### src/lsu_config_pkg.sv
////////////////////////////////////////////////////////////////////////////
// Address map and default sizing of the load/store subsystem
////////////////////////////////////////////////////////////////////////////

package lsu_config_pkg;

    // Address bit that splits the two targets
    // Set means external bus, clear means scratch memory
    localparam int BUS_REGION_BIT = 31;

    // Scratch RAM size in 32-bit words
    localparam int DEFAULT_SCRATCH_WORDS = 256;

    // Input queue depth, requests accepted ahead of issue
    localparam int DEFAULT_INFLIGHT = 4;

    // Cycles to wait for bus ack before giving up
    localparam int DEFAULT_BUS_TIMEOUT = 64;

    // Issued requests waiting for completion
    // Bounds how many accesses are in flight at once
    localparam int ATTR_DEPTH = 2;

endpackage

### src/lsu_types_pkg.sv
////////////////////////////////////////////////////////////////////////////
// Data types shared by the load/store unit and its targets
////////////////////////////////////////////////////////////////////////////

package lsu_types_pkg;

    typedef logic [31:0] addr_t;
    typedef logic [31:0] word_t;
    typedef logic [3:0] byte_en_t;
    typedef logic [3:0] ls_id_t;

    // Access width, same encoding as the fn3 field
    typedef enum logic [2:0] {
        LS_B  = 3'd0,
        LS_H  = 3'd1,
        LS_W  = 3'd2,
        LS_BU = 3'd4,
        LS_HU = 3'd5
    } ls_width_t;

    // Request as it arrives on the issue port
    typedef struct packed {
        addr_t     addr;
        word_t     store_data;
        ls_width_t width;
        ls_id_t    id;
        logic      load;
        logic      store;
        logic      forward;
    } ls_request_t;

    // Request broadcast to every target
    typedef struct packed {
        addr_t    addr;
        byte_en_t be;
        word_t    wdata;
        logic     load;
        logic     store;
    } sub_request_t;

    // Target response, rdata is zero unless data_valid
    typedef struct packed {
        word_t rdata;
        logic  data_valid;
        logic  ready;
        logic  error;
    } sub_response_t;

    typedef struct packed {
        ls_id_t id;
        word_t  rd;
        logic   done;
        logic   error;
    } ls_writeback_t;

    // Command held on the external bus while req is high
    typedef struct packed {
        addr_t    addr;
        byte_en_t be;
        word_t    wdata;
        logic     we;
    } bus_cmd_t;

endpackage

### src/bus_timeout_timer.sv
`timescale 1ns/10ps

module bus_timeout_timer
    import lsu_config_pkg::*;
#(
    parameter int TIMEOUT = DEFAULT_BUS_TIMEOUT
) (
    input  logic clk,
    input  logic rst,
    input  logic run,
    output logic expired
);
    localparam int CNT_W = $clog2(TIMEOUT + 1);

    logic [CNT_W-1:0] count;

    // Restart whenever run drops
    // Saturates at TIMEOUT so expired holds
    always_ff @(posedge clk) begin
        if (rst || !run) begin
            count <= '0;
        end else if (!expired) begin
            count <= count + 1'b1;
        end
    end

    assign expired = (count == CNT_W'(TIMEOUT));

endmodule

### src/bus_master.sv
`timescale 1ns/10ps

module bus_master
    import lsu_config_pkg::*, lsu_types_pkg::*;
#(
    parameter int TIMEOUT = DEFAULT_BUS_TIMEOUT
) (
    input  logic          clk,
    input  logic          rst,
    input  sub_request_t  sub_req,
    input  logic          new_request,
    output sub_response_t rsp,
    output bus_cmd_t      bus_cmd,
    output logic          bus_req,
    input  logic          bus_ack,
    input  word_t         bus_rdata
);
    typedef enum logic [1:0] {
        IDLE,
        REQ,
        RELEASE,
        DONE
    } bus_state_t;

    bus_state_t state;
    bus_cmd_t   cmd_q;
    word_t      rdata_q;
    logic       load_q;
    logic       err_q;
    logic       expired;

    // Only counts while waiting on ack
    bus_timeout_timer #(.TIMEOUT(TIMEOUT)) ack_timer (
        .clk(clk), .rst(rst), .run((state == REQ) & ~bus_ack), .expired(expired)
    );

    ////////////////////////////////////////////////////////////////////////////
    // Four-phase handshake
    always_ff @(posedge clk) begin
        if (rst) begin
            state <= IDLE;
            err_q <= 1'b0;
        end else begin
            case (state)
                IDLE: if (new_request) begin
                    state <= REQ;
                    err_q <= 1'b0;
                end
                // Ack wins over a same-cycle expiry
                REQ: if (bus_ack) begin
                    state <= RELEASE;
                end else if (expired) begin
                    state <= RELEASE;
                    err_q <= 1'b1;
                end
                // Hold off until the slave drops ack
                RELEASE: if (!bus_ack) state <= DONE;
                default: state <= IDLE;
            endcase
        end
    end

    // Command and read data
    always_ff @(posedge clk) begin
        if (state == IDLE && new_request) begin
            cmd_q <= '{addr: sub_req.addr, be: sub_req.be, wdata: sub_req.wdata,
                       we: sub_req.store};
            load_q <= sub_req.load;
        end
        if (state == REQ && bus_ack) begin
            rdata_q <= bus_rdata;
        end
    end

    assign bus_cmd = cmd_q;
    assign bus_req = (state == REQ);

    // Completion pulse for every access, error on timeout
    assign rsp.data_valid = (state == DONE);
    assign rsp.error = (state == DONE) & err_q;
    assign rsp.rdata = ((state == DONE) & load_q & ~err_q) ? rdata_q : '0;
    assign rsp.ready = (state == IDLE);

endmodule

### config.mk
export PLATFORM = sky130hd
export DESIGN_NAME = bus_master
export DESIGN_NICKNAME = d
export VERILOG_FILES = /design/src/lsu_config_pkg.sv /design/src/lsu_types_pkg.sv /design/src/bus_timeout_timer.sv /design/src/bus_master.sv
export SDC_FILE = /design/constraint.sdc
export NUM_CORES = 1
export LEC_CHECK = 0
export BUFFER_PORTS_ARGS = -buffer_cell sky130_fd_sc_hd__buf_4
export CORE_MARGIN = 4
export CORE_UTILIZATION = 44
export CTS_BUF_LIST = sky130_fd_sc_hd__clkbuf_16
export DETAILED_ROUTE_END_ITERATION = 12
export PLACE_DENSITY = 0.79
export SLEW_MARGIN = 0
export SYNTH_ARGS = -nofsm -noshare
export SYNTH_HDL_FRONTEND = slang
export SYNTH_HIERARCHICAL = 1
export SYNTH_SLANG_ARGS = --single-unit
### constraint.sdc
create_clock -name clk -period 3.1 [get_ports clk]
set_input_delay 0.31 -clock clk [delete_from_list [all_inputs] [get_ports clk]]
set_output_delay 0.31 -clock clk [all_outputs]
set_load 0.01 [all_outputs]
# Yosys cells after proc, flatten, opt, wreduce, memory -nomap -nowiden
# Index checks and enable logic that the tools add are counted.
dict set report op_classes {
  bitwise 6
  add_sub_neg 1
  n_eq_ne 9
  muxes 10
  n_reduce_logical 8
}
# op n
set ops {}
lappend ops {{32-bit 2-to-1 mux} 1}
lappend ops {{2-bit 2-to-1 mux} 4}
lappend ops {{7-bit by 1-bit adder with 7-bit output, second input constant} 1}
lappend ops {{7-bit == test, second input constant} 1}
lappend ops {{2-bit != test, second input constant} 3}
lappend ops {{2-bit case mux with 3 select lines} 1}
lappend ops {{1-bit bitwise AND} 4}
lappend ops {{2-bit == test, second input constant} 2}
lappend ops {{4-bit AND reduction} 1}
lappend ops {{1-bit 2-to-1 mux} 3}
lappend ops {{3-bit by 1-bit != test with 1-bit output, second input constant} 1}
lappend ops {{3-bit AND reduction} 1}
lappend ops {{2-bit by 1-bit == test with 1-bit output, second input constant} 1}
lappend ops {{1-bit logical AND} 2}
lappend ops {{2-bit zero test} 1}
lappend ops {{2-bit by 1-bit != test with 1-bit output, second input constant} 1}
lappend ops {{1-bit inverter} 2}
lappend ops {{1-bit case mux with 2 select lines} 1}
lappend ops {{2-bit nonzero test} 1}
lappend ops {{1-bit zero test} 1}
lappend ops {{1-bit logical OR} 1}
dict set report word_totals {
  out_inout_bits 105
  regBits 112
  in_bits 106
  elab_cells 43
}

# Depth between registers and ports, before layout
dict set report logic_depth {
  word_depth 4
  ltp_mapped 7
  ltp_nobuf 7
}

# Modules after synthesis
# Netlist, hierarchy kept.
# mod area_per_inst_um2 seq_area_each_um2 instances cells_each
set by_module_without_submodules {}
lappend by_module_without_submodules {bus_master 3525.9 3123.0 1 168}
lappend by_module_without_submodules {bus_timeout_timer 356.6 140.1 1 39}

# Least setup slack after synthesis
# Ideal clock, no wire load.
dict set report synth_path {
  kind {flip-flop to flip-flop}
  from {register state[0]}
  to {register cmd_q (netlist bit bus_cmd[0]) (enable)}
  stages_incl_launch_ff 5
  path_slack_ns 0.572
  arrival_ns 2.104
  path_buffers 0
  setup_ns 0.424
  period_less_slack_ns 2.528
  t_required_ns 2.676
  cell_sequence {dfxtp_1 inv_1 ha_1 nand2_1 inv_1}
}
# item line
set synth_rtl {}
lappend synth_rtl {{start, declared} bus_master.sv:25} ;# bus_state_t state;
lappend synth_rtl {{start signal, assigned} bus_master.sv:41} ;# state <= IDLE;
lappend synth_rtl {{start signal, assigned} bus_master.sv:46} ;# state <= REQ;
lappend synth_rtl {{start signal, assigned} bus_master.sv:51} ;# state <= RELEASE;
lappend synth_rtl {{end signal, assigned} bus_master.sv:66} ;# cmd_q <= '{addr: sub_req.addr, be: sub_req.be, wdata: sub_req.wdata,
lappend synth_rtl {{end, declared} bus_master.sv:26} ;# bus_cmd_t cmd_q;

==> results.yml <==
floorplanning:
  die-area_um2: 10400
  die_h_um: 102
  core_area_um2: 8640
  boundaryPins: 211
  initial_utilization_pct: 45.0
  die_x_um: 102
  num_rows: 34
global_routing:
  antenna_found_initial: 0
  grt_usage_pct: 18.0
  grt_max_degree: 33
  grt_overflow_total: 0
  grt_first_pass_wirelength_um: 13800
  grt_pass1_vias: 2654
cells_and_area:
  final_cell_mix: "buf_4, edfxtp_1, and2_1"
  antenna_cells: 0
  area_growth_pct: 52.3
  layout_commonest_cell: "buf_4"
  nets: 540
  layout-drive-gt1-share_pct: 54.5
  fillCellCount: 613
  final_cell_area_um2: 5910
yosys:
  syn_avg_cell_area_um2: 18.8
  yosys_warnings: 6
  yosysTopAreaCell: "edfxtp_1"
  ys_types: 28
  synth_top_area_share_pct: 78.9
  syn_inst: 207
  synth-seq-cells: 112
  syn-num-nets: 319
  syn-cell-area_um2: 3880
  synth.area.top_cells: "edfxtp_1, and2_1, dfxtp_1"
  synthArstFlopShare_pct: 0
  synth_flop_cell: "edfxtp_1"
  synth_enable_flop_cells: 102
  ys_seq_area_share_pct: 84.0
clocking:
  htreeDepth: 3
  cts_tree: "built"
  cts_inserted_buffers: 9
  cts_root_buf: "clkbuf_16"
  cts_setup_buffers: 0
  cts_num_sinks: 112
  clk_pin_slew_worst_paths_ns: 0.08
  holdBufCountCts: 0
  clock_latency_ns: 0.33
  cts_resized: 0
  ctsLongestPathBuffers: 2
timing:
  rsz0062_at_grt: "no"
  fmax_mhz: 506
  finalSetupViolCount: 0
  fin_crit_sh_pct: 63.8
  tightest_slew_ns: 0.501
  fin_crit_ns: 1.98
  slew_headroom_pct: 66.6
  drv_slew: 0
  whs_ns: 0.147
  hold_viol_final: 0
  setup_tns_ns: 0
  fin_worst_skew_ns: 0.0129
worst_setup_path:
  critPathLaunchType: "flop"
  required_ns: 2.79
  worstPathArrival_ns: 1.67
  rr_worst_depth: 5
  cp_max_fo: 32
  end_kind: "primary output"
  path_class: "reg -> out"
drt:
  viasPerCell: 4.62
  routed_wl_um: 9620
  drt_iter0_drc: 58
  vias: 2500
  wl_per_cell_um: 17.8
  postRouteAntennaNets: 0
  drt_pass1_iterations: 4
  route.detailed.drc: 0
run:
  maxCapViolCount: 0
worst_hold_path:
  hold_path_depth: 1
  hold_path.class: "in -> reg"
power_and_ir_drop:
  p_comb_share_pct: 22.4
  switching_power_mw: 1.08
  p_seq_share_pct: 50.4
  leakage_nw: 2.48
  ir_worst_vdd_uv: 505
  switching_share_pct: 25.9
  power_frac_clock_pct: 27.1
  p_int_mw: 3.09
  power.density_nw_per_um2: 704
placed_design:
  portBuffers: 210
  place_area_um2: 5620
  hpwl_um: 7430
  gp_congestion: 0.750
status:
  status: "completed"
power groups by stage:
stage	logic (mW)	clock network [mW]	registers, mW
2_1_floorplan	0.274	0	2.24
3_3_place_gp	0.928	0	2.12
3_5_place_dp	0.948	0	2.13
4_1_cts	0.953	1.16	2.10
5_1_grt	1.01	1.23	2.12
6_report	0.934	1.13	2.10
final cells by class:
class	count	area, um^2	area share [%]
inverters	7	26.3	0.444
repair buffers	214	1620	27.4
clock buffers	9	225	3.81
flip-flops and latches	112	3260	55.2
well taps	108	135	2.29
multi-input cells	84	573	9.69
clock inverters	7	70.1	1.19
metal layers:
metal	share of wire, %	wire [um]	global-route usage, %	vias to the layer above
li1	-	-	-	1196
met1	31	3030	17.8	1158
met2	54	5160	32.6	136
met3	14	1330	10.2	10
met4	1.1	102	4.24	0
met5	0	0	0	-
flip-flops by register name (all words and copies together) (netlist names):
register,flops
bus_cmd,69
rdata_q,32
ack_timer/count,7
state,2
err_q,1
load_q,1
critical path: stages (launching register included):
cell     delay [ns]
dfxtp_1        0.38
ha_1           0.23
nand2_1        0.07
nor2_1         0.09
buf_4          0.26
and2_1         0.18
buf_4          0.12
Yosys cell counts, drive strengths merged (2+ instances only):
library cell and number:
nand3 3, nor3 5, a21oi 4, ha 6, nand2 6, xor2 2, nand2b 4, nor2b 2
or3 2, dfxtp 10, and2 34, edfxtp 102, inv 7, clkbuf 3, nor2 5, o21ai 3
cell families (layout without fill, tap and decap cells):
logic type	after synthesis	in the layout	synth area share, %
simple gates	64	64	9.73
fa+ha+maj	6	6	1.93
buf+inv	11	237	1.26
flops	112	112	84.0
xor+xnor	3	3	0.677
compound gates	9	9	1.71
mux	2	2	0.644
through the flow:
step	utilization, %	cells	power [mW]	setup slack, ns
4_1_cts	68.5	541	4.21	1.09
3_3_place_gp	65.0	525	3.04	1.37
3_5_place_dp	65.0	525	3.08	1.30
2_1_floorplan	-	207	2.51	0.572
6_report	68.5	541	4.16	1.12
5_1_grt	68.5	541	4.37	0.929
path summary, 6_finish.rpt:
kind | start | slack, ns | end
hold / removal | sub_req[30] | 0.15 | bus_cmd[29]
hold reg to reg | ack_timer/count[6] | 0.49 | ack_timer/count[6]
setup reg to reg | state[0] | 1.32 | bus_cmd[56]
setup / recovery | state[1] | 1.12 | rsp[17]
(Power assumes the default switching activity.)
