[config.mk]
export PLATFORM = sky130hd
export DESIGN_NAME = load_store_unit
export DESIGN_NICKNAME = d
export VERILOG_FILES = /design/src/lsu_config_pkg.sv /design/src/lsu_types_pkg.sv /design/src/lsu_fifo.sv /design/src/load_store_unit.sv
export SDC_FILE = /design/constraint.sdc
export NUM_CORES = 1
export LEC_CHECK = 0
export ABC_AREA = 1
export BUFFER_PORTS_ARGS = -buffer_cell sky130_fd_sc_hd__buf_2
export CAP_MARGIN = 20
export CORE_MARGIN = 1.5
export CORE_UTILIZATION = 60
export CTS_BUF_LIST = sky130_fd_sc_hd__clkbuf_8
export CTS_CLUSTER_DIAMETER = 60
export DETAILED_ROUTE_END_ITERATION = 6
export GPL_TIMING_DRIVEN = 0
export MAX_ROUTING_LAYER = met4
export PLACE_DENSITY = 0.84
export REMOVE_ABC_BUFFERS = 1
export SLEW_MARGIN = 20
export SYNTH_ARGS = -nofsm -noshare
export SYNTH_HDL_FRONTEND = slang
export SYNTH_SLANG_ARGS = --single-unit
[constraint.sdc]
create_clock -name clk -period 10.5 [get_ports clk]
set_input_delay 2.1 -clock clk [delete_from_list [all_inputs] [get_ports clk]]
set_output_delay 2.1 -clock clk [all_outputs]
set_load 0.01 [all_outputs]
[src/lsu_config_pkg.sv]
////////////////////////////////////////////////////////////////////////////
// Address map and default sizing of the load/store subsystem
////////////////////////////////////////////////////////////////////////////

package lsu_config_pkg;

    // Address bit that splits the two targets
    // Set means external bus, clear means scratch memory
    localparam int BUS_REGION_BIT = 31;

    // Scratch RAM size in 32-bit words
    localparam int DEFAULT_SCRATCH_WORDS = 256;

    // Input queue depth, requests accepted ahead of issue
    localparam int DEFAULT_INFLIGHT = 4;

    // Cycles to wait for bus ack before giving up
    localparam int DEFAULT_BUS_TIMEOUT = 64;

    // Issued requests waiting for completion
    // Bounds how many accesses are in flight at once
    localparam int ATTR_DEPTH = 2;

endpackage

[src/lsu_types_pkg.sv]
////////////////////////////////////////////////////////////////////////////
// Data types shared by the load/store unit and its targets
////////////////////////////////////////////////////////////////////////////

package lsu_types_pkg;

    typedef logic [31:0] addr_t;
    typedef logic [31:0] word_t;
    typedef logic [3:0] byte_en_t;
    typedef logic [3:0] ls_id_t;

    // Access width, same encoding as the fn3 field
    typedef enum logic [2:0] {
        LS_B  = 3'd0,
        LS_H  = 3'd1,
        LS_W  = 3'd2,
        LS_BU = 3'd4,
        LS_HU = 3'd5
    } ls_width_t;

    // Request as it arrives on the issue port
    typedef struct packed {
        addr_t     addr;
        word_t     store_data;
        ls_width_t width;
        ls_id_t    id;
        logic      load;
        logic      store;
        logic      forward;
    } ls_request_t;

    // Request broadcast to every target
    typedef struct packed {
        addr_t    addr;
        byte_en_t be;
        word_t    wdata;
        logic     load;
        logic     store;
    } sub_request_t;

    // Target response, rdata is zero unless data_valid
    typedef struct packed {
        word_t rdata;
        logic  data_valid;
        logic  ready;
        logic  error;
    } sub_response_t;

    typedef struct packed {
        ls_id_t id;
        word_t  rd;
        logic   done;
        logic   error;
    } ls_writeback_t;

    // Command held on the external bus while req is high
    typedef struct packed {
        addr_t    addr;
        byte_en_t be;
        word_t    wdata;
        logic     we;
    } bus_cmd_t;

endpackage

[src/lsu_fifo.sv]
`timescale 1ns/10ps

module lsu_fifo #(
    parameter int WIDTH = 32,
    parameter int DEPTH = 4
) (
    input  logic             clk,
    input  logic             rst,
    input  logic [WIDTH-1:0] data_in,
    input  logic             push,
    input  logic             pop,
    output logic [WIDTH-1:0] data_out,
    output logic             valid,
    output logic             empty,
    output logic             full
);
    localparam int PTR_W = (DEPTH > 1) ? $clog2(DEPTH) : 1;
    localparam int CNT_W = $clog2(DEPTH + 1);

    logic [WIDTH-1:0] entries [DEPTH];
    logic [PTR_W-1:0] rd_ptr;
    logic [PTR_W-1:0] wr_ptr;
    logic [CNT_W-1:0] count;
    logic             do_push;
    logic             do_pop;

    // Pointer step, wraps at DEPTH so any depth works
    function automatic logic [PTR_W-1:0] next_ptr(input logic [PTR_W-1:0] ptr);
        if (ptr == PTR_W'(DEPTH - 1)) begin
            next_ptr = '0;
        end else begin
            next_ptr = ptr + 1'b1;
        end
    endfunction

    // Ignore push when full and pop when empty
    assign do_push = push & ~full;
    assign do_pop = pop & ~empty;

    always_ff @(posedge clk) begin
        if (rst) begin
            rd_ptr <= '0;
            wr_ptr <= '0;
            count <= '0;
        end else begin
            if (do_push) begin
                wr_ptr <= next_ptr(wr_ptr);
            end
            if (do_pop) begin
                rd_ptr <= next_ptr(rd_ptr);
            end
            if (do_push && !do_pop) begin
                count <= count + 1'b1;
            end else if (do_pop && !do_push) begin
                count <= count - 1'b1;
            end
        end
    end

    // Storage
    always_ff @(posedge clk) begin
        if (do_push) begin
            entries[wr_ptr] <= data_in;
        end
    end

    // Head entry always visible
    assign data_out = entries[rd_ptr];
    assign empty = (count == '0);
    assign full = (count == CNT_W'(DEPTH));
    assign valid = ~empty;

endmodule

[src/load_store_unit.sv]
`timescale 1ns/10ps

module load_store_unit
    import lsu_config_pkg::*, lsu_types_pkg::*;
#(
    parameter int INFLIGHT = DEFAULT_INFLIGHT
) (
    input  logic          clk,
    input  logic          rst,
    input  ls_request_t   request,
    input  logic          request_valid,
    output logic          request_ready,
    output sub_request_t  sub_req,
    output logic          scratch_new_request,
    output logic          bus_new_request,
    input  sub_response_t scratch_rsp,
    input  sub_response_t bus_rsp,
    output ls_writeback_t wb
);
    // What the completion side needs to know about an issued request
    typedef struct packed {
        ls_width_t width;
        logic [1:0] offset;
        ls_id_t id;
        logic is_store;
        logic error;
    } ls_attr_t;

    ls_request_t stage1;
    ls_attr_t    attr_in;
    ls_attr_t    head;
    logic        in_valid, in_full;
    logic        attr_valid, attr_empty, attr_full;
    logic        is_bus, last_bus, misaligned, target_ready;
    logic        issue;
    logic        unit_done, load_done, store_done, misalign_done, complete;
    word_t       store_src, unit_rdata, aligned, final_data, previous_load;
    byte_en_t    be;

    ////////////////////////////////////////////////////////////////////////////
    // Input queue
    lsu_fifo #(.WIDTH($bits(ls_request_t)), .DEPTH(INFLIGHT)) input_queue (
        .clk(clk), .rst(rst), .data_in(request), .push(request_valid & request_ready),
        .pop(issue), .data_out(stage1), .valid(in_valid), .empty(), .full(in_full)
    );
    assign request_ready = ~in_full;

    ////////////////////////////////////////////////////////////////////////////
    // Decode and issue
    assign is_bus = stage1.addr[BUS_REGION_BIT];

    // Halfwords on even bytes, words on word boundaries
    always_comb begin
        case (stage1.width)
            LS_H, LS_HU: misaligned = stage1.addr[0];
            LS_W: misaligned = |stage1.addr[1:0];
            default: misaligned = 1'b0;
        endcase
    end

    // Target of everything in the attribute queue
    always_ff @(posedge clk) begin
        if (rst) begin
            last_bus <= 1'b0;
        end else if (issue) begin
            last_bus <= is_bus;
        end
    end

    assign target_ready = is_bus ? bus_rsp.ready : scratch_rsp.ready;

    // Target switch, forwarding store and misaligned requests drain the queue first
    // Keeps writebacks in issue order
    assign issue = in_valid & ~attr_full
        & ~((is_bus != last_bus) & ~attr_empty)
        & ~(stage1.store & stage1.forward & ~attr_empty)
        & ~(misaligned & ~attr_empty)
        & (misaligned | target_ready);

    assign scratch_new_request = issue & ~misaligned & ~is_bus;
    assign bus_new_request = issue & ~misaligned & is_bus;

    ////////////////////////////////////////////////////////////////////////////
    // Store path
    always_comb begin
        case (stage1.width[1:0])
            2'b00: be = byte_en_t'(4'b0001 << stage1.addr[1:0]);
            2'b01: be = stage1.addr[1] ? 4'b1100 : 4'b0011;
            default: be = 4'b1111;
        endcase
        // No lanes for loads
        be &= {4{stage1.store}};
    end

    assign store_src = stage1.forward ? previous_load : stage1.store_data;

    // Replicate byte or halfword into every lane, be picks the real one
    always_comb begin
        case (stage1.width[1:0])
            2'b00: sub_req.wdata = {4{store_src[7:0]}};
            2'b01: sub_req.wdata = {2{store_src[15:0]}};
            default: sub_req.wdata = store_src;
        endcase
    end

    assign sub_req.addr = stage1.addr;
    assign sub_req.be = be;
    assign sub_req.load = stage1.load;
    assign sub_req.store = stage1.store;

    ////////////////////////////////////////////////////////////////////////////
    // Attribute queue
    assign attr_in.width = stage1.width;
    assign attr_in.offset = stage1.addr[1:0];
    assign attr_in.id = stage1.id;
    assign attr_in.is_store = stage1.store;
    assign attr_in.error = misaligned;

    lsu_fifo #(.WIDTH($bits(ls_attr_t)), .DEPTH(ATTR_DEPTH)) attr_queue (
        .clk(clk), .rst(rst), .data_in(attr_in), .push(issue), .pop(complete),
        .data_out(head), .valid(attr_valid), .empty(attr_empty), .full(attr_full)
    );

    // Scratch stores finish the cycle after issue, bus reports its own end
    assign unit_done = scratch_rsp.data_valid | bus_rsp.data_valid;
    assign store_done = attr_valid & head.is_store & ~head.error & ~last_bus;
    assign misalign_done = attr_valid & head.error;
    assign complete = unit_done | store_done | misalign_done;
    assign load_done = unit_done & ~head.is_store & ~bus_rsp.error;

    ////////////////////////////////////////////////////////////////////////////
    // Load data
    // Idle targets return zero
    assign unit_rdata = scratch_rsp.rdata | bus_rsp.rdata;
    assign aligned = unit_rdata >> {head.offset, 3'b000};

    always_comb begin
        case (head.width)
            LS_B: final_data = {{24{aligned[7]}}, aligned[7:0]};
            LS_H: final_data = {{16{aligned[15]}}, aligned[15:0]};
            LS_BU: final_data = {24'd0, aligned[7:0]};
            LS_HU: final_data = {16'd0, aligned[15:0]};
            default: final_data = aligned;
        endcase
    end

    // Source for forwarding stores
    always_ff @(posedge clk) begin
        if (load_done) begin
            previous_load <= final_data;
        end
    end

    ////////////////////////////////////////////////////////////////////////////
    // Writeback
    assign wb.id = head.id;
    assign wb.rd = load_done ? final_data : '0;
    assign wb.done = complete;
    assign wb.error = head.error | bus_rsp.error;

endmodule

Word level (Yosys, flattened, before mapping)
Memory sizes are Yosys's and may differ from the RTL's. A register that Yosys moved wholly into a read port is not among the register bits.
Cells that the tools add are included.
{ "totals": {"ff_bits": 44, "output_inout_bits": 111, "word_cells": 115, "memories": 2, "ram_bits": 318, "input_bits": 147} }
{ "mem_list": {"columns": ["name", "depth", "word_bits", "rd", "rd_clocked_by_memory_dff", "wr", "line_no", "text"], "rows": [
  ["input_queue.entries", 4, 74, 1, 1, 1, "lsu_fifo.sv:20", "logic [WIDTH-1:0] entries [DEPTH];"],
  ["attr_queue.entries", 2, 11, 1, 1, 1, "lsu_fifo.sv:20", null]
]} }
{ "op_classes": {"eq_ne": 12, "n_reduce_logical": 16, "muxes": 24, "n_shift": 2, "bitwise_logic": 43, "addsub": 8} }
{ "ops": {"columns": ["op", "n"], "rows": [
  ["32-bit one-hot mux with 4 select lines", 1],
  ["32-bit two-way mux", 2],
  ["32-bit one-hot mux with 2 select lines", 1],
  ["32-bit bitwise OR", 1],
  ["32-bit by 5-bit right shift with 32-bit output", 1],
  ["1-bit bitwise AND", 23],
  ["1-bit NOT", 13],
  ["3-bit == test (second input constant)", 4],
  ["2-bit two-way mux", 6],
  ["1-bit two-way mux", 9],
  ["4-bit one-hot mux with 2 select lines", 1],
  ["2-bit by 1-bit adder with 2-bit output (second input constant)", 3],
  ["2-bit == test (second input constant)", 3],
  ["3-bit by 1-bit == test with 1-bit output (second input constant)", 2],
  ["3-bit logical NOT", 2],
  ["3-bit two-way mux", 2],
  ["1-bit bitwise OR", 5],
  ["4-bit bitwise AND", 1],
  ["1-bit logical AND", 4],
  ["1-bit logical NOT", 4],
  ["2-bit logical NOT", 2],
  ["4-bit two-way mux", 1],
  ["2-bit nonzero test", 2],
  ["2-bit OR reduction", 2],
  ["9 further kinds", 10]
]} }

Depth between registers and ports, before layout
Gate-level depths: netlist of the first run.
{ "depth": {"depth_word": 13, "ltp_mapped": 19, "depth_no_buf": 18} }

Modules after synthesis
A second synthesis of the first run with hierarchy kept.
{ "hier_totals": {"cells_unflattened": 1295, "area_unflattened_um2": 15626.2} }
{ "modules_own_cells": {"columns": ["module", "cells_per_inst", "seq_area_each_um2", "instances", "area_per_inst_um2"], "rows": [
  ["lsu_fifo (input_queue)", 787, 9068.7, 1, 11467.2],
  ["load_store_unit", 436, 980.9, 1, 3114.2],
  ["lsu_fifo (attr_queue)", 72, 760.7, 1, 1044.8]
]} }

Worst setup path after synthesis of the first run
OpenSTA, ideal clock, no wires.
{ "synth_path": {"path_type": "input to output", "start": "in bus_rsp[2] in the netlist's numbering", "end": "out wb[24] in the netlist's numbering", "path_buffers": 1, "setup_slack_ps": 4527, "t_arrival_ps": 3873, "cell_stages": 5, "t_required_ps": 8400, "path_cell_list": "nor2_1 -> nor3_2 -> clkbuf_1 -> nand2_1 -> inv_1"} }
{ "synth_lines": {"columns": ["element", "line_no", "text"], "rows": [
  ["start: declaration", "load_store_unit.sv:17", "input sub_response_t bus_rsp,"],
  ["end: declaration", "load_store_unit.sv:18", "output ls_writeback_t wb"]
]} }

==> impl_metrics.json, run 1 <==
{
  "status": "finished with violations",
  "violations": "DRC",
  "slowest_delay_ns": 0.70,
  "hpwl_um": 25100,
  "min-delay-start": "attr_queue.count[1]",
  "maxCapViolCount": 0,
  "p_per_area_nw_per_um2": 271,
  "slew_violations": 0,
  "die_w_um": 163,
  "area_growth_pct": 18.2,
  "cpLargestDelayFamily": "buffers and inverters",
  "ctsHtreeMaxLevel": 2,
  "fin_setup_tns_ns": 0,
  "yosysWarnings": 0,
  "cp_max_fo": 75,
  "reg2reg_depth": 21,
  "grt_pass1_vias": 11023,
  "ir_worst_vdd_mv": 0.175,
  "port_buffers": 256,
  "cts_tree": "built",
  "p_total_w": 0.00491,
  "nets": 1741,
  "antenna_found_initial": 2,
  "leakage_nw": 7.18,
  "switchingPower_w": 0.00194,
  "final-hold-violation-count": 0,
  "postSynthCellCount": 1331,
  "fin_skew_ns": 0.0352,
  "slowest_stage": "inv_2",
  "p_int_w": 0.00298,
  "clock_path_buffers": 3,
  "grt_pass1_wl_um": 57800,
  "cts_resized": 0,
  "grt_overflow_total": 0,
  "p_sw_frac": 0.394,
  "clk_latency_ns": 0.59,
  "period_share": 0.614,
  "firstDrtPassIters": 7,
  "num_vias": 11424,
  "drive_above_1_share": 0.233,
  "cts.sinks": 365,
  "fin_util": 0.722,
  "drc_errors": 4,
  "root_buffer": "clkbuf_8",
  "ioPinCount": 258,
  "avgViaCountPerCell": 5.82,
  "hold_end": "attr_queue.count[1]",
  "seqPwrFrac": 0.398,
  "worstMarginPinSlew_ns": 1.03,
  "p_comb_frac": 0.393,
  "slew_headroom": 0.309,
  "crit_chain": "buf_12, buf_16, inv_6, nand2_1, nand3_1, and2_2, inv_2, nor2_1, a31oi_1, nand2_1, o211ai_1, buf_2",
  "grt_setup_unrepaired": "false",
  "track_usage": 0.301,
  "wirelength_um": 38800,
  "clk_pin_slew_worst_paths_ns": 0.06,
  "pre_cts_ws_ns": 4.32,
  "grt_max_degree": 86,
  "maxClockFrequency_mhz": 155,
  "numPlacedInstances": 1859,
  "hold_path_class": "reg -> reg",
  "start_util": 0.611,
  "fin_ws_ns": 4.05,
  "drt-initial-drc-count": 1082,
  "r2r_slack_ns": 6.11,
  "fin_cells": 1964,
  "r2r-end": "input_queue.count[2]",
  "mostFrequentLayoutCells": "350 x edfxtp_1, 256 x buf_2, 222 x nor2_1, 216 x nand2_1, 174 x o21ai_0",
  "worstSetupStartpointType": "flop",
  "worstSetupPathType": "reg -> out",
  "end_kind": "primary output",
  "pwr-share-clk": 0.209,
  "setup_viol": 0,
  "die_area_um2": 26500,
  "path_buf_inv": 5,
  "required_ns": 8.40,
  "ant_nets": 0,
  "avgSynthCellArea_um2": 11.5,
  "row_count": 58,
  "die_y_um": 163,
  "core_area_um2": 25100,
  "layout_commonest_cell": "edfxtp_1",
  "period_needed_ns": 6.45,
  "ys_ff_latch": 365,
  "arrival_ns": 4.35,
  "gp_congestion": 0.833,
  "numCtsBuffers": 55,
  "post_cts_buffers": 0,
  "ys_seq_area_frac": 0.704,
  "routedWlPerCell_um": 19.7,
  "ys_types": 41,
  "crit_top_cell": "nand2_1",
  "hold_depth": 2,
  "synth_area_um2": 15300,
  "fillers": 1677,
  "postCtsHoldBufs": 0
}
## cells in the mapped netlist (all sizes together)
cell,instances,area share
edfxtp,350,0.68
nor2,229,0.057
nand2,225,0.057
o21ai,185,0.061
inv,65,0.016
o22ai,55,0.022
clkbuf,44,0.011
nand3,41,0.014
buf,34,0.014
a21oi,28,0.0091
dfxtp,15,0.020
o211ai,14,0.0075
a31oi,10,0.0041
ha,7,0.0057
o221ai,7,0.0040
o311ai,7,0.0040
mux2i,3,0.0028
or2,3,0.0012
a211oi,1,0.00049
a221oi,1,0.00057
a32oi,1,0.00057
and2,1,0.00041
fa,1,0.0013
nand4,1,0.00041
nor3,1,0.00065
nor3b,1,0.00049
xor2,1,0.00057
## cell type report
| cell class | count | area [um2] | area share |
|---|---|---|---|
| antenna | 4 | 10.0 | 0.000552 |
| clock buffer | 57 | 785 | 0.0432 |
| clock inverter | 44 | 185 | 0.0102 |
| inverter | 65 | 254 | 0.0140 |
| multi-input combinational | 823 | 3950 | 0.218 |
| sequential | 365 | 10800 | 0.596 |
| tap | 330 | 413 | 0.0228 |
| timing repair buffer | 276 | 1720 | 0.0950 |
## routing by layer
layer | wire length, um | global-route usage | up-vias
met2 | 19000 | 0.491 | 626
met4 | 1240 | 0.128 | 0
met5 | 0 | - | -
met3 | 3750 | 0.0601 | 104
li1 | - | - | 5267
met1 | 14800 | 0.368 | 5427
## state kept, by name, indices dropped and copies added, names as in the netlist, named ones only
signal / flops
input_queue.count: 3
attr_queue.wr_ptr: 1
input_queue.rd_ptr: 2
attr_queue.count: 2
input_queue.wr_ptr: 2
last_bus: 1
attr_queue.entries: 22
previous_load: 32
attr_queue.rd_ptr: 1
input_queue.entries: 296
## worst max-delay path by stage
stage / from / endpoint / slack (ns) / cells after the start
floorplan: flop / sub_req[26] / 2.70 / 9
finish: flop / sub_req[32] / 4.05 / 12
global placement: flop / sub_req[32] / -1.41 / 10
detailed placement: flop / sub_req[32] / 4.32 / 11
CTS: flop / sub_req[27] / 3.65 / 11
global route: flop / sub_req[32] / 3.89 / 12
## through the flow
stage	hold WS [ns]	area (um2)
6_report	0.503	18100
5_1_grt	0.520	18100
4_1_cts	0.501	18100
3_5_place_dp	0.490	17200
3_3_place_gp	0.471	16700
2_1_floorplan	0.452	15000
## power by group through the flow
stage	Sequential (W)	Combinational, W	Clock, W
2_1_floorplan	0.00200	0.00108	0
3_3_place_gp	0.00205	0.00174	0
3_5_place_dp	0.00198	0.00190	0
4_1_cts	0.00195	0.00191	0.00103
5_1_grt	0.00197	0.00209	0.00110
6_report	0.00195	0.00193	0.00103
## logic make-up after synthesis
kind of cell	after synthesis	share of synthesized area
compound gates	309	0.113
xor+xnor	1	0.000571
fa+ha+maj	8	0.00701
buf+inv	143	0.0408
flops	365	0.704
mux	3	0.00277
simple gates	502	0.131
## worst min-delay path: stages, from the launching register on
cell     delay (ns)
dfxtp_1        0.33
inv_1          0.07
a21oi_1        0.06
(Power assumes the default switching activity.)
==> run 2: changes to the inputs <==
CORE_UTILIZATION = 53   (was 60)
PLACE_DENSITY = 0.79   (was 0.84)
clock period = 5.7 ns   (was 10.5 ns; I/O delays follow)
==> run 2 against run 1 <==
Effect of this change: the run now ends clean; worst setup slack worse by 3.6 ns; sequential share of layout area is 0.68 points lower; die area is 13% higher; cell area is 1.2% higher; register-to-register slack worse by 4.4 ns; clock power is 92% higher; critical path type unchanged; largest power group unchanged; highest routed layer unchanged.
==> impl_metrics.json, run 2 (synthesized netlist as in run 1, its figures left out) <==
{
  "ir_worst_vdd_mv": 0.358,
  "required_ns": 4.56,
  "cts_resized": 0,
  "seqPwrFrac": 0.395,
  "cts.sinks": 365,
  "reg.largest.list": "input_queue.entries: 296 flops, previous_load: 32 flops, attr_queue.entries: 22 flops",
  "slew_violations": 0,
  "slew_headroom": 0.361,
  "cpLargestDelayFamily": "buffers and inverters",
  "post_dp_cell_area_um2": 17300,
  "ioPinCount": 258,
  "clk_pin_slew_worst_paths_ns": 0.06,
  "track_usage": 0.267,
  "p_sw_frac": 0.390,
  "core_area_um2": 28600,
  "p_comb_frac": 0.387,
  "r2r_slack_ns": 1.68,
  "r2r-end": "input_queue.count[2]",
  "end_kind": "primary output",
  "largest_reg_flops": 296,
  "multi_input_area_um2": 3950,
  "final_cell_area_um2": 18400,
  "grt_pass1_vias": 11091,
  "worstMarginPinSlew_ns": 0.954,
  "min-delay-start": "input_queue.count[2]",
  "regArea_um2": 10800,
  "area_growth_pct": 19.6,
  "hpwl_um": 25300,
  "cp_max_fo": 103,
  "crit_chain": "buf_16, inv_6, buf_16, nand2_1, nand3_1, nand2_2, inv_1, o21ai_0, o21ai_1, buf_2",
  "numCtsBuffers": 58,
  "postCtsHoldBufs": 0,
  "num_vias": 11378,
  "row_count": 62,
  "port_buffers": 256,
  "grt_overflow_total": 0,
  "die_w_um": 173,
  "die_area_um2": 30000,
  "fin_util": 0.641,
  "slowest_stage": "inv_1",
  "routedWlPerCell_um": 19.3,
  "top_register": "input_queue.entries",
  "arrival_ns": 4.11,
  "hold_end": "input_queue.count[2]",
  "wirelength_um": 39000,
  "leakage_nw": 7.28,
  "maxCapViolCount": 0,
  "setup_viol": 0,
  "post_cts_buffers": 0,
  "worstSetupStartpointType": "flop",
  "firstDrtPassIters": 5,
  "switchingPower_w": 0.00355,
  "fillers": 2202,
  "drive_above_1_share": 0.234,
  "drc_errors": 0,
  "numPlacedInstances": 1915,
  "status": "finished clean",
  "avgViaCountPerCell": 5.62,
  "fin_skew_ns": 0.0200,
  "hold_path_class": "reg -> reg",
  "final-hold-violation-count": 0,
  "maxClockFrequency_mhz": 191,
  "hold_depth": 2,
  "clock_path_buffers": 3,
  "antenna_found_initial": 1,
  "crit_top_cell": "buf_16",
  "period_share": 0.921,
  "slowest_delay_ns": 0.70,
  "grt_pass1_wl_um": 59900,
  "p_int_w": 0.00557,
  "nets": 1747,
  "worstSetupPathType": "reg -> out",
  "cts_tree": "built",
  "period_needed_ns": 5.25,
  "ctsHtreeMaxLevel": 2,
  "clk_latency_ns": 0.60,
  "grt_setup_unrepaired": "false",
  "mostFrequentLayoutCells": "350 x edfxtp_1, 256 x buf_2, 222 x nor2_1, 216 x nand2_1, 174 x o21ai_0",
  "gp_congestion": 0.810,
  "start_util": 0.536,
  "drt-initial-drc-count": 864,
  "root_buffer": "clkbuf_8",
  "fin_cells": 2024,
  "path_buf_inv": 5,
  "reg2reg_depth": 20,
  "pwr-share-clk": 0.217,
  "die_y_um": 173,
  "grt_max_degree": 104,
  "layout_commonest_cell": "edfxtp_1",
  "p_per_area_nw_per_um2": 497,
  "ant_nets": 0
}
-- run 2: worst max path at each step --
stage | start | end | slack [ns] | depth (start not counted)
2_1_floorplan | flop | sub_req[26] | -1.14 | 9
3_3_place_gp | flop | sub_req[26] | -5.55 | 10
3_5_place_dp | flop | sub_req[33] | 0.66 | 10
4_1_cts | flop | sub_req[33] | 0.05 | 10
5_1_grt | flop | wb[33] | 0.24 | 11
6_report | flop | sub_req[20] | 0.45 | 10
-- run 2: area by class of cell --
class | instances | share of cell area
inverter | 65 | 0.0138
timing repair buffer | 279 | 0.0983
tap | 384 | 0.0262
antenna | 1 | 0.000136
sequential | 365 | 0.590
multi-input combinational | 823 | 0.215
clock inverter | 49 | 0.0131
clock buffer | 58 | 0.0435
-- run 2: layer usage --
| layer | vias to the layer above | track usage | share of wire |
|---|---|---|---|
| met5 | - | - | 0 |
| met4 | 0 | 0.103 | 0.033 |
| met1 | 5464 | 0.341 | 0.40 |
| li1 | 5280 | - | - |
| met3 | 108 | 0.0429 | 0.083 |
| met2 | 526 | 0.434 | 0.49 |
-- run 2: power groups by stage --
| stage | combinational (W) | clock (W) | sequential (W) |
|---|---|---|---|
| 4_1_cts | 0.00351 | 0.00202 | 0.00360 |
| 3_3_place_gp | 0.00324 | 0 | 0.00379 |
| 5_1_grt | 0.00386 | 0.00214 | 0.00364 |
| 3_5_place_dp | 0.00350 | 0 | 0.00366 |
| 2_1_floorplan | 0.00199 | 0 | 0.00369 |
| 6_report | 0.00354 | 0.00198 | 0.00361 |
-- run 2: tightest hold or removal path: stages (launching register included) --
cell     delay [ns]
dfxtp_1        0.31
inv_1          0.08
a21oi_1        0.06
-- run 2: metrics by stage --
step	hold WS (ns)	setup WS [ns]	TNS [ns]	power [W]
6_report	0.492	0.451	0	0.00912
5_1_grt	0.524	0.241	0	0.00964
4_1_cts	0.493	0.0462	0	0.00914
3_5_place_dp	0.484	0.665	0	0.00716
3_3_place_gp	0.471	-5.55	-1124.62	0.00703
2_1_floorplan	0.452	-1.14	-41.85	0.00568
